<file path="src/fpss_pkg.sv">
package fpss_pkg;

  // Offload buffer depth and its derived widths
  localparam int unsigned FIFO_DEPTH = 4;
  localparam int unsigned FIFO_PTR_W = $clog2(FIFO_DEPTH);
  localparam int unsigned FIFO_CNT_W = $clog2(FIFO_DEPTH + 1);

  // Execution unit latency in cycles
  localparam int unsigned EXEC_LAT = 2;

  // Head cycles before a CSR response goes valid
  localparam int unsigned INT_WB_DELAY = 1;

  // FP register file size
  localparam int unsigned NUM_FPR = 8;

  // Data word used for registers, operands, results and addresses
  typedef logic [31:0] word_t;

  // FP register index
  typedef logic [2:0] reg_idx_t;

  typedef enum logic [2:0] {
    OP_ADD   = 3'd0,
    OP_MUL   = 3'd1,
    OP_MVW   = 3'd2,
    OP_MVX   = 3'd3,
    OP_LOAD  = 3'd4,
    OP_STORE = 3'd5,
    OP_CSRW  = 3'd6
  } opcode_e;

  // Instruction word: opcode, rd, rs1, rs2 from MSB down
  typedef logic [11:0] instr_t;

  localparam int unsigned OPC_MSB = 11;
  localparam int unsigned OPC_LSB = 9;
  localparam int unsigned RD_MSB  = 8;
  localparam int unsigned RD_LSB  = 6;
  localparam int unsigned RS1_MSB = 5;
  localparam int unsigned RS1_LSB = 3;
  localparam int unsigned RS2_MSB = 2;
  localparam int unsigned RS2_LSB = 0;

  // Memory request direction
  typedef enum logic {
    MEM_READ  = 1'b0,
    MEM_WRITE = 1'b1
  } mem_req_e;

endpackage
</file>
<file path="src/fpss_dec_if.sv">
`timescale 1ns/10ps

interface fpss_dec_if;

  // Class flags of the instruction at the buffer head
  logic use_exec;
  logic rd_is_fp;
  logic is_load;
  logic is_store;
  logic is_csr;

  modport dec (output use_exec, output rd_is_fp, output is_load, output is_store, output is_csr);

  modport ctrl (input use_exec, input rd_is_fp, input is_load, input is_store, input is_csr);

  // Register file only needs the data source selects
  modport rf (input is_load, input is_csr);

endinterface

</file>
<file path="src/fpss_top.sv">
`timescale 1ns/10ps

module fpss_top import fpss_pkg::*; (
  input  logic     clk_i,
  input  logic     rst_ni,

  // Offload from the core
  input  logic     in_valid_i,
  input  instr_t   in_instr_i,
  input  word_t    in_operand_i,
  output logic     in_ready_o,

  // Response to the core
  input  logic     c_p_ready_i,
  output logic     c_p_valid_o,
  output word_t    c_p_data_o,

  // Memory request
  input  logic     cmem_q_ready_i,
  output logic     cmem_q_valid_o,
  output mem_req_e cmem_q_type_o,
  output word_t    cmem_q_addr_o,
  output word_t    cmem_q_wdata_o,

  // Memory response, always accepted
  input  logic     cmem_p_valid_i,
  input  word_t    cmem_p_data_i
);

  instr_t head_instr;
  word_t  head_operand;
  logic   pop_valid;
  logic   pop_ready;

  logic   exec_in_valid;
  logic   exec_out_valid;
  logic   exec_out_ready;
  word_t  exec_result;

  word_t  rs1;
  word_t  rs2;
  logic   fpr_we;
  logic   csr_we;

  fpss_dec_if dec_if ();

  fpss_instr_fifo u_fifo (
    .clk_i          (clk_i),
    .rst_ni         (rst_ni),
    .push_valid_i   (in_valid_i),
    .push_instr_i   (in_instr_i),
    .push_operand_i (in_operand_i),
    .pop_ready_i    (pop_ready),
    .push_ready_o   (in_ready_o),
    .pop_valid_o    (pop_valid),
    .pop_instr_o    (head_instr),
    .pop_operand_o  (head_operand)
  );

  fpss_decoder u_decoder (
    .instr_i (head_instr),
    .dec     (dec_if)
  );

  fpss_controller u_ctrl (
    .clk_i            (clk_i),
    .rst_ni           (rst_ni),
    .dec              (dec_if),
    .pop_valid_i      (pop_valid),
    .pop_ready_o      (pop_ready),
    .exec_out_valid_i (exec_out_valid),
    .exec_in_valid_o  (exec_in_valid),
    .exec_out_ready_o (exec_out_ready),
    .fpr_we_o         (fpr_we),
    .csr_we_o         (csr_we),
    .c_p_ready_i      (c_p_ready_i),
    .c_p_valid_o      (c_p_valid_o),
    .cmem_q_ready_i   (cmem_q_ready_i),
    .cmem_p_valid_i   (cmem_p_valid_i),
    .cmem_q_valid_o   (cmem_q_valid_o),
    .cmem_q_type_o    (cmem_q_type_o)
  );

  // Operands sampled at issue from the head entry
  fpss_exec_unit u_exec (
    .clk_i       (clk_i),
    .rst_ni      (rst_ni),
    .in_valid_i  (exec_in_valid),
    .op_i        (opcode_e'(head_instr[OPC_MSB:OPC_LSB])),
    .a_i         (rs1),
    .b_i         (rs2),
    .operand_i   (head_operand),
    .out_ready_i (exec_out_ready),
    .out_valid_o (exec_out_valid),
    .result_o    (exec_result)
  );

  fpss_regfile u_rf (
    .clk_i         (clk_i),
    .rst_ni        (rst_ni),
    .dec           (dec_if),
    .instr_i       (head_instr),
    .operand_i     (head_operand),
    .exec_result_i (exec_result),
    .mem_rdata_i   (cmem_p_data_i),
    .fpr_we_i      (fpr_we),
    .csr_we_i      (csr_we),
    .rs1_o         (rs1),
    .rs2_o         (rs2),
    .c_data_o      (c_p_data_o)
  );

  // Address from the integer operand, store data from rs2
  assign cmem_q_addr_o  = head_operand;
  assign cmem_q_wdata_o = rs2;

endmodule

</file>
<file path="src/fpss_regfile.sv">
`timescale 1ns/10ps

module fpss_regfile import fpss_pkg::*; (
  input  logic   clk_i,
  input  logic   rst_ni,
  fpss_dec_if.rf dec,
  input  instr_t instr_i,
  input  word_t  operand_i,
  input  word_t  exec_result_i,
  input  word_t  mem_rdata_i,
  input  logic   fpr_we_i,
  input  logic   csr_we_i,
  output word_t  rs1_o,
  output word_t  rs2_o,
  output word_t  c_data_o
);

  word_t    fpr_q [NUM_FPR];
  // Single scratch CSR
  word_t    csr_q;

  reg_idx_t rd;
  reg_idx_t rs1;
  reg_idx_t rs2;
  word_t    wdata;

  // Register fields of the head instruction
  assign rd  = instr_i[RD_MSB:RD_LSB];
  assign rs1 = instr_i[RS1_MSB:RS1_LSB];
  assign rs2 = instr_i[RS2_MSB:RS2_LSB];

  assign rs1_o = fpr_q[rs1];
  assign rs2_o = fpr_q[rs2];

  // Load data or unit result into rd
  assign wdata = dec.is_load ? mem_rdata_i : exec_result_i;

  // Old CSR value goes back to the core on a CSR access
  assign c_data_o = dec.is_csr ? csr_q : exec_result_i;

  always_ff @(posedge clk_i, negedge rst_ni) begin
    if (!rst_ni) begin
      for (int i = 0; i < NUM_FPR; i++) begin
        fpr_q[i] <= '0;
      end
      csr_q <= '0;
    end else begin
      if (fpr_we_i) begin
        fpr_q[rd] <= wdata;
      end
      // Written on the response handshake
      if (csr_we_i) begin
        csr_q <= operand_i;
      end
    end
  end

endmodule

</file>
<file path="src/fpss_exec_unit.sv">
`timescale 1ns/10ps

module fpss_exec_unit import fpss_pkg::*; (
  input  logic    clk_i,
  input  logic    rst_ni,
  input  logic    in_valid_i,
  input  opcode_e op_i,
  input  word_t   a_i,
  input  word_t   b_i,
  input  word_t   operand_i,
  input  logic    out_ready_i,
  output logic    out_valid_o,
  output word_t   result_o
);

  logic [EXEC_LAT-1:0] valid_q;
  word_t               res_q [EXEC_LAT];
  // Stage k can take new data this cycle
  logic [EXEC_LAT-1:0] adv;
  word_t               result_d;

  // Integer stand-in for the FP datapath
  always_comb begin
    case (op_i)
      OP_ADD:  result_d = a_i + b_i;
      OP_MUL:  result_d = word_t'(a_i * b_i);
      OP_MVW:  result_d = operand_i;
      OP_MVX:  result_d = a_i;
      default: result_d = '0;
    endcase
  end

  // Back-pressure ripples from the last stage towards the input
  always_comb begin
    adv[EXEC_LAT-1] = ~valid_q[EXEC_LAT-1] | out_ready_i;
    for (int k = EXEC_LAT - 2; k >= 0; k--) begin
      adv[k] = ~valid_q[k] | adv[k+1];
    end
  end

  always_ff @(posedge clk_i, negedge rst_ni) begin
    if (!rst_ni) begin
      valid_q <= '0;
    end else begin
      if (adv[0]) begin
        valid_q[0] <= in_valid_i;
      end
      for (int k = 1; k < EXEC_LAT; k++) begin
        if (adv[k]) begin
          valid_q[k] <= valid_q[k-1];
        end
      end
    end
  end

  // Result payload follows its valid bit
  always_ff @(posedge clk_i) begin
    if (adv[0] && in_valid_i) begin
      res_q[0] <= result_d;
    end
    for (int k = 1; k < EXEC_LAT; k++) begin
      if (adv[k] && valid_q[k-1]) begin
        res_q[k] <= res_q[k-1];
      end
    end
  end

  assign out_valid_o = valid_q[EXEC_LAT-1];
  assign result_o    = res_q[EXEC_LAT-1];

endmodule

</file>
<file path="src/fpss_controller.sv">
`timescale 1ns/10ps

module fpss_controller import fpss_pkg::*; (
  input  logic      clk_i,
  input  logic      rst_ni,
  fpss_dec_if.ctrl  dec,

  // Buffer head
  input  logic      pop_valid_i,
  output logic      pop_ready_o,

  // Execution unit handshakes
  input  logic      exec_out_valid_i,
  output logic      exec_in_valid_o,
  output logic      exec_out_ready_o,

  // Register file writes
  output logic      fpr_we_o,
  output logic      csr_we_o,

  // Core response channel
  input  logic      c_p_ready_i,
  output logic      c_p_valid_o,

  // Memory request and response
  input  logic      cmem_q_ready_i,
  input  logic      cmem_p_valid_i,
  output logic      cmem_q_valid_o,
  output mem_req_e  cmem_q_type_o
);

  logic inflight_d;
  logic inflight_q;
  logic offloaded_d;
  logic offloaded_q;

  // Stage 0 is the combinational CSR-at-head flag
  logic [INT_WB_DELAY:0] delay_d;
  logic [INT_WB_DELAY:0] delay_q;
  logic                  int_wb;

  logic c_rsp_hs;
  logic mem_req_hs;
  logic load_rsp;
  logic exec_fp_done;

  assign c_rsp_hs     = c_p_valid_o & c_p_ready_i;
  assign mem_req_hs   = cmem_q_valid_o & cmem_q_ready_i;
  // Load data only counts once its request went out
  assign load_rsp     = pop_valid_i & dec.is_load & offloaded_q & cmem_p_valid_i;
  assign exec_fp_done = pop_valid_i & exec_out_valid_i & dec.rd_is_fp;

  // Retire on FP result, core response, store request or load data
  assign pop_ready_o = exec_fp_done | c_rsp_hs | (mem_req_hs & dec.is_store) | load_rsp;

  // Issue once, in the first head cycle
  assign exec_in_valid_o  = pop_valid_i & dec.use_exec & ~inflight_q;
  // Unit holds its result until the instruction leaves the head
  assign exec_out_ready_o = pop_ready_o & dec.use_exec;

  assign fpr_we_o = exec_fp_done | load_rsp;
  assign csr_we_o = c_rsp_hs & dec.is_csr;

  // Response from the unit for MVX, or the delayed CSR writeback
  assign c_p_valid_o = pop_valid_i & ((exec_out_valid_i & ~dec.rd_is_fp) | int_wb);

  assign cmem_q_valid_o = pop_valid_i & (dec.is_load | dec.is_store) & ~offloaded_q;
  assign cmem_q_type_o  = dec.is_store ? MEM_WRITE : MEM_READ;

  always_comb begin
    inflight_d = inflight_q;
    if (pop_ready_o) begin
      inflight_d = 1'b0;
    end else if (exec_in_valid_o) begin
      inflight_d = 1'b1;
    end
  end

  // Store pops in the request cycle, so pop wins over set
  always_comb begin
    offloaded_d = offloaded_q;
    if (pop_ready_o) begin
      offloaded_d = 1'b0;
    end else if (mem_req_hs) begin
      offloaded_d = 1'b1;
    end
  end

  always_ff @(posedge clk_i, negedge rst_ni) begin
    if (!rst_ni) begin
      inflight_q  <= 1'b0;
      offloaded_q <= 1'b0;
    end else begin
      inflight_q  <= inflight_d;
      offloaded_q <= offloaded_d;
    end
  end

  // CSR writeback delay chain
  assign delay_q[0] = pop_valid_i & dec.is_csr;
  assign delay_d[0] = delay_q[0];

  for (genvar i = 0; i < INT_WB_DELAY; i++) begin : g_wb_delay
    // Chain empties when the instruction retires
    assign delay_d[i+1] = pop_ready_o ? 1'b0 : delay_q[i];

    always_ff @(posedge clk_i, negedge rst_ni) begin
      if (!rst_ni) begin
        delay_q[i+1] <= 1'b0;
      end else begin
        delay_q[i+1] <= delay_d[i+1];
      end
    end
  end

  assign int_wb = delay_q[INT_WB_DELAY] & delay_d[0];

endmodule

</file>
<file path="src/fpss_decoder.sv">
`timescale 1ns/10ps

module fpss_decoder import fpss_pkg::*; (
  input instr_t     instr_i,
  fpss_dec_if.dec   dec
);

  opcode_e opcode;

  assign opcode = opcode_e'(instr_i[OPC_MSB:OPC_LSB]);

  always_comb begin
    // Unknown opcodes decode to no class at all
    dec.use_exec = 1'b0;
    dec.rd_is_fp = 1'b0;
    dec.is_load  = 1'b0;
    dec.is_store = 1'b0;
    dec.is_csr   = 1'b0;
    case (opcode)
      OP_ADD, OP_MUL, OP_MVW: begin
        dec.use_exec = 1'b1;
        dec.rd_is_fp = 1'b1;
      end
      // Move to core goes through the unit but answers on the response channel
      OP_MVX: begin
        dec.use_exec = 1'b1;
      end
      OP_LOAD: begin
        dec.rd_is_fp = 1'b1;
        dec.is_load  = 1'b1;
      end
      OP_STORE: begin
        dec.is_store = 1'b1;
      end
      OP_CSRW: begin
        dec.is_csr = 1'b1;
      end
      default: ;
    endcase
  end

endmodule

</file>
<file path="src/fpss_instr_fifo.sv">
`timescale 1ns/10ps

module fpss_instr_fifo import fpss_pkg::*; (
  input  logic   clk_i,
  input  logic   rst_ni,
  input  logic   push_valid_i,
  input  instr_t push_instr_i,
  input  word_t  push_operand_i,
  input  logic   pop_ready_i,
  output logic   push_ready_o,
  output logic   pop_valid_o,
  output instr_t pop_instr_o,
  output word_t  pop_operand_o
);

  // Entry storage
  instr_t instr_q [FIFO_DEPTH];
  word_t  operand_q [FIFO_DEPTH];

  logic [FIFO_PTR_W-1:0] wr_ptr_q;
  logic [FIFO_PTR_W-1:0] rd_ptr_q;
  logic [FIFO_CNT_W-1:0] cnt_q;

  logic push;
  logic pop;

  // Room left while fewer than FIFO_DEPTH entries held
  assign push_ready_o = (cnt_q < FIFO_CNT_W'(FIFO_DEPTH));
  assign pop_valid_o  = (cnt_q != '0);

  assign push = push_valid_i & push_ready_o;
  assign pop  = pop_ready_i & pop_valid_o;

  // Head entry straight from storage
  assign pop_instr_o   = instr_q[rd_ptr_q];
  assign pop_operand_o = operand_q[rd_ptr_q];

  always_ff @(posedge clk_i, negedge rst_ni) begin
    if (!rst_ni) begin
      wr_ptr_q <= '0;
      rd_ptr_q <= '0;
      cnt_q    <= '0;
    end else begin
      if (push) begin
        // Wrap at the last slot
        wr_ptr_q <= (wr_ptr_q == FIFO_PTR_W'(FIFO_DEPTH - 1)) ? '0 : wr_ptr_q + 1'b1;
      end
      if (pop) begin
        rd_ptr_q <= (rd_ptr_q == FIFO_PTR_W'(FIFO_DEPTH - 1)) ? '0 : rd_ptr_q + 1'b1;
      end
      // Count stays put on simultaneous push and pop
      case ({push, pop})
        2'b10:   cnt_q <= cnt_q + 1'b1;
        2'b01:   cnt_q <= cnt_q - 1'b1;
        default: cnt_q <= cnt_q;
      endcase
    end
  end

  // Payload write
  always_ff @(posedge clk_i) begin
    if (push) begin
      instr_q[wr_ptr_q]   <= push_instr_i;
      operand_q[wr_ptr_q] <= push_operand_i;
    end
  end

endmodule

</file>
<file path="config.mk">
export PLATFORM = sky130hd
export DESIGN_NAME = fpss_top
export DESIGN_NICKNAME = d
export VERILOG_FILES = /design/src/fpss_pkg.sv /design/src/fpss_dec_if.sv /design/src/fpss_top.sv /design/src/fpss_regfile.sv /design/src/fpss_exec_unit.sv /design/src/fpss_controller.sv /design/src/fpss_decoder.sv /design/src/fpss_instr_fifo.sv
export SDC_FILE = /design/constraint.sdc
export NUM_CORES = 2
export LEC_CHECK = 0
export BUFFER_PORTS_ARGS = -buffer_cell sky130_fd_sc_hd__buf_2
export CELL_PAD_IN_SITES_DETAIL_PLACEMENT = 2
export CELL_PAD_IN_SITES_GLOBAL_PLACEMENT = 2
export CORE_MARGIN = 5
export CORE_UTILIZATION = 43
export DETAILED_ROUTE_END_ITERATION = 16
export HOLD_SLACK_MARGIN = 0.06
export MAX_ROUTING_LAYER = met4
export PLACE_DENSITY_LB_ADDON = 0.1
export SLEW_MARGIN = 20
export SYNTH_ARGS = -nofsm -noshare
export SYNTH_HDL_FRONTEND = slang
export SYNTH_SLANG_ARGS = --single-unit
</file>
<file path="constraint.sdc">
create_clock -name clk_i -period 11.5 [get_ports clk_i]
set_clock_uncertainty 0.1 [all_clocks]
set_input_delay 1.15 -clock clk_i [delete_from_list [all_inputs] [get_ports clk_i]]
set_output_delay 1.15 -clock clk_i [all_outputs]
set_load 0.01 [all_outputs]
</file>
==> metrics.txt <==
# TYPE chip_impl_metric gauge
chip_impl_metric{name="synth_seq_cells",unit=""} 540
chip_impl_metric{name="maxCapViolCount",unit=""} 0
chip_impl_info{name="critPathLaunch",value="u_fifo.rd_ptr_q[0]"} 1
chip_impl_metric{name="final.fill_count",unit=""} 9683
chip_impl_metric{name="finalCriticalPeriod",unit="ns"} 11.10
chip_impl_metric{name="rows",unit=""} 113
chip_impl_metric{name="postSynthAreaPerCell",unit="sq um"} 10.85
chip_impl_info{name="tritoncts",value="done"} 1
chip_impl_info{name="min_delay_worst_type",value="reg -> reg"} 1
chip_impl_info{name="critical-path-top-delay-family",value="adder cells"} 1
chip_impl_metric{name="seq_total_area_yosys",unit=""} 0.3579
chip_impl_metric{name="post_synth_inst_count",unit=""} 3788
chip_impl_metric{name="globalRouteTotalUtil",unit=""} 0.3274
chip_impl_metric{name="worst-path-stages",unit=""} 31
chip_impl_metric{name="synthArstFlopShare",unit=""} 0.5556
chip_impl_metric{name="drt_pre_antenna_iters",unit=""} 5
chip_impl_metric{name="final_min_period_over_clock_period",unit=""} 0.9651
chip_impl_metric{name="yosys.area.top_type_share",unit=""} 0.1997
chip_impl_metric{name="grt_start_max_net_pins",unit=""} 174
chip_impl_metric{name="clkLatencyLatePin",unit="ns"} 0.66
chip_impl_metric{name="post_drt_via_cell_ratio",unit=""} 5.876
chip_impl_metric{name="gp_congestion",unit=""} 0.9014
chip_impl_metric{name="floorplan.initialDensity",unit=""} 0.4327
chip_impl_metric{name="globalRoute.totalOverflow",unit=""} 0
chip_impl_metric{name="synthesis.yosys.warnings",unit=""} 0
chip_impl_metric{name="report.final.slew_viol_count",unit=""} 0
chip_impl_metric{name="synth_edf_count",unit=""} 240
chip_impl_metric{name="setup_tns",unit="ns"} 0
chip_impl_metric{name="cts.hold.buffers_added",unit=""} 0
chip_impl_info{name="synth_most_common_cell",value="sky130_fd_sc_hd__nand2_1"} 1
chip_impl_info{name="post-synth-top-area-cell",value="sky130_fd_sc_hd__fa_1"} 1
chip_impl_metric{name="cts.sinks",unit=""} 540
chip_impl_metric{name="regArea",unit="sq mm"} 0.01472
chip_impl_metric{name="crit_fanout",unit=""} 18
chip_impl_info{name="min-delay-start",value="u_exec.res_q[0][4]"} 1
chip_impl_metric{name="grt_antenna_before_repair",unit=""} 12
chip_impl_metric{name="avgRoutedWirePerCell",unit="um"} 31.04
chip_impl_metric{name="post_synth_num_cell_types",unit=""} 75
chip_impl_metric{name="reg2reg_setup_slack",unit="ns"} 0.40
chip_impl_metric{name="die-area",unit="sq mm"} 0.1019
chip_impl_metric{name="port-buffer-count",unit=""} 181
chip_impl_metric{name="max_stage_delay",unit="ns"} 0.89
chip_impl_metric{name="synth_area",unit="sq mm"} 0.04111
chip_impl_info{name="rsz0062_at_grt",value="false"} 1
chip_impl_metric{name="first_pass_grt_wire_length",unit="um"} 241200
chip_impl_info{name="regToRegEndpoint",value="u_exec.res_q[0][31]"} 1
chip_impl_info{name="rr_startpoint",value="u_fifo.rd_ptr_q[0]"} 1
chip_impl_metric{name="antenna_violating_nets_post_route",unit=""} 0
chip_impl_metric{name="grt_pass1_vias",unit=""} 34750
chip_impl_metric{name="timing.critical_path.arrival",unit="ns"} 11.39
chip_impl_metric{name="reg2regPathDepth",unit=""} 31
chip_impl_metric{name="post-cts-setup-buffers",unit=""} 0
chip_impl_metric{name="area_occupied_by_multi_input_gates",unit="sq mm"} 0.02425
chip_impl_info{name="synthTopCellsByArea",value="sky130_fd_sc_hd__fa_1 20%, sky130_fd_sc_hd__dfrtp_1 18%, sky130_fd_sc_hd__edfxtp_1 18%, sky130_fd_sc_hd__nand2_1 5.8%, sky130_fd_sc_hd__mux4_2 5.6%"} 1
chip_impl_metric{name="drt_iter0_markers",unit=""} 2316
chip_impl_info{name="ys.flop_type",value="sky130_fd_sc_hd__dfrtp_1"} 1
chip_impl_metric{name="clock.fmax",unit="GHz"} 0.09010
chip_impl_metric{name="ios",unit=""} 182
chip_impl_metric{name="vias",unit=""} 30880
chip_impl_metric{name="syn_nets",unit=""} 4440
chip_impl_info{name="timing.critical_path.slowest_stage_cell",value="sky130_fd_sc_hd__mux4_4"} 1
chip_impl_metric{name="clkTransAtPathRegs",unit="ns"} 0.07
chip_impl_info{name="worstSetupStartpointType",value="flip-flop"} 1
chip_impl_info{name="timing.critical_path.to",value="u_exec.res_q[0][31]"} 1
chip_impl_metric{name="fp.coreArea",unit="sq mm"} 0.09501
chip_impl_metric{name="areaGrowthSynthToFinish",unit="%"} 10.88
chip_impl_metric{name="cts_buffer_depth",unit=""} 3
chip_impl_metric{name="finalSetupViolations",unit=""} 0
chip_impl_info{name="run_status",value="complete, no violations"} 1
chip_impl_metric{name="place.detailed.hpwl",unit="um"} 123400
chip_impl_metric{name="floorplan.die.width",unit="um"} 319.2
chip_impl_metric{name="cp_data_required_time",unit="ns"} 11.80
chip_impl_metric{name="hold_violations",unit=""} 0
chip_impl_metric{name="cts_made_buffers",unit=""} 60
chip_impl_metric{name="max_slew.worst_pin.slew",unit="ns"} 1.203
chip_impl_info{name="clockRootBuffer",value="sky130_fd_sc_hd__clkbuf_16"} 1
chip_impl_metric{name="die_h",unit="um"} 319.2
chip_impl_metric{name="cts_htree_levels",unit=""} 2
chip_impl_metric{name="final_net_count",unit=""} 4587
chip_impl_metric{name="drt_drc_violations_left",unit=""} 0
chip_impl_metric{name="final_layout_size_suffix_gt1_frac",unit=""} 0.1471
chip_impl_metric{name="path_buf_inv",unit=""} 6
chip_impl_metric{name="slew-limit-headroom",unit=""} 0.1750
chip_impl_info{name="commonest_cells_post_synth",value="632 x sky130_fd_sc_hd__nand2_1, 410 x sky130_fd_sc_hd__fa_1, 344 x sky130_fd_sc_hd__inv_1"} 1
chip_impl_info{name="crit_top_cell",value="sky130_fd_sc_hd__fa_1"} 1
chip_impl_info{name="criticalPathCategory",value="reg -> reg"} 1
chip_impl_info{name="timing.critical_path.to_type",value="flip-flop"} 1
chip_impl_metric{name="routed_wirelength",unit="um"} 163200
## area by class of cell
type | instances | share of cell area
timing repair buffer | 294 | 0.03926
clock buffer | 81 | 0.03511
clock inverter | 29 | 0.005957
multi-input combinational | 2682 | 0.5322
inverter | 357 | 0.02940
tap | 1265 | 0.03473
antenna | 8 | 0.0004392
sequential | 540 | 0.3229
## worst min-delay path by stage
stage	to	slack, ns	cells past startpoint
after floorplan	u_exec.res_q[0][32]	0.30	0
after global placement	u_exec.res_q[0][37]	0.30	0
after detailed placement	u_exec.res_q[0][48]	0.31	0
after CTS	u_exec.res_q[0][36]	0.32	0
after global routing	u_exec.res_q[0][32]	0.32	0
final	u_exec.res_q[0][36]	0.32	0
## sequential cells by signal, summed over array words and instances, names as in the netlist, 2 cells and up
name / flops
u_fifo.operand_q: 128
u_fifo.rd_ptr_q: 2
u_rf.csr_q: 32
u_rf.fpr_q: 256
u_fifo.cnt_q: 3
u_fifo.instr_q: 48
u_fifo.wr_ptr_q: 2
u_exec.valid_q: 2
u_exec.res_q: 64
## repair_timing
item | CTS | global route
setup endpoints to repair | 0 | 4
endpoints found under the hold margin | 0 | 0
resized for setup | 0 | 1
## layout by cell type (no fill, tap or decap), types with 8 or more instances in the layout
cell type and count:
sky130_fd_sc_hd__mux4_2 99, sky130_fd_sc_hd__ha_1 160, sky130_fd_sc_hd__clkbuf_1 19, sky130_fd_sc_hd__nand2b_1 10, sky130_fd_sc_hd__nor3_1 14, sky130_fd_sc_hd__nand2_1 632
sky130_fd_sc_hd__a221o_1 8, sky130_fd_sc_hd__buf_2 180, sky130_fd_sc_hd__diode_2 8, sky130_fd_sc_hd__nand3_1 10, sky130_fd_sc_hd__a22oi_1 38, sky130_fd_sc_hd__and2_1 73
sky130_fd_sc_hd__o21ai_0 168, sky130_fd_sc_hd__nor2b_1 16, sky130_fd_sc_hd__a211oi_1 16, sky130_fd_sc_hd__clkinv_2 12, sky130_fd_sc_hd__fa_1 410, sky130_fd_sc_hd__a22o_1 21
sky130_fd_sc_hd__o221ai_1 9, sky130_fd_sc_hd__buf_4 111, sky130_fd_sc_hd__mux2i_4 8, sky130_fd_sc_hd__a21oi_1 184, sky130_fd_sc_hd__xor2_1 28, sky130_fd_sc_hd__clkinv_1 15
sky130_fd_sc_hd__nor2_1 304, sky130_fd_sc_hd__mux2i_1 183, sky130_fd_sc_hd__mux2_2 40, sky130_fd_sc_hd__clkbuf_16 60, sky130_fd_sc_hd__xnor2_1 83, sky130_fd_sc_hd__dfrtp_1 298
sky130_fd_sc_hd__edfxtp_1 240, sky130_fd_sc_hd__o21bai_1 9, sky130_fd_sc_hd__a21o_1 33, sky130_fd_sc_hd__mux2i_2 8, sky130_fd_sc_hd__inv_1 344
## worst register-to-register path, delay by kind of cell, from the launching register on
| family | cells | cell delay, ns |
|---|---|---|
| DFF | 1 | 0.52 |
| and+or+nand+nor | 4 | 1.19 |
| adders and majority gates | 9 | 3.60 |
| xor gates and xnor gates | 1 | 0.12 |
| buffers and inverters | 6 | 0.96 |
| muxes | 1 | 0.89 |
| AOI/OAI and AO/OA | 10 | 3.47 |
## cell families (layout without fill, tap and decap cells)
logic type               Yosys count  in the layout  share of synthesized area
AND/OR/NAND/NOR                 1107           1107                     0.1111
buffers and inverters            566            761                    0.05704
AO/OA/AOI/OAI                    551            551                    0.08294
multiplexers                     341            341                     0.1180
flip-flops                       540            540                     0.3579
other                              0              8                          0
adder cells (fa/ha/maj)          570            570                     0.2484
XOR/XNOR                         113            113                    0.02459
## routing by layer
layer | share of wire | up-vias | GRT usage
met3 | 0.063 | 219 | 0.05327
met5 | 0 | - | -
met2 | 0.47 | 993 | 0.5223
met4 | 0.038 | 0 | 0.09963
met1 | 0.43 | 16670 | 0.4353
li1 | - | 13010 | -
## metrics by stage
step	utilization	area [sq um]	hold slack [ns]	setup WS (ns)	instances
6_report	0.4797	45580	0.3205	0.4016	5256
5_1_grt	0.4797	45580	0.3246	0.03144	5256
4_1_cts	0.4794	45550	0.3213	0.1164	5247
3_5_place_dp	0.4597	43670	0.3056	0.2616	5137
3_3_place_gp	0.4596	43670	0.3006	0.4441	5137
2_1_floorplan	-	41110	0.3003	1.806	3788
Power is not shown: default switching activity piles up to over one toggle a cycle in this logic, so the estimate is an artifact.
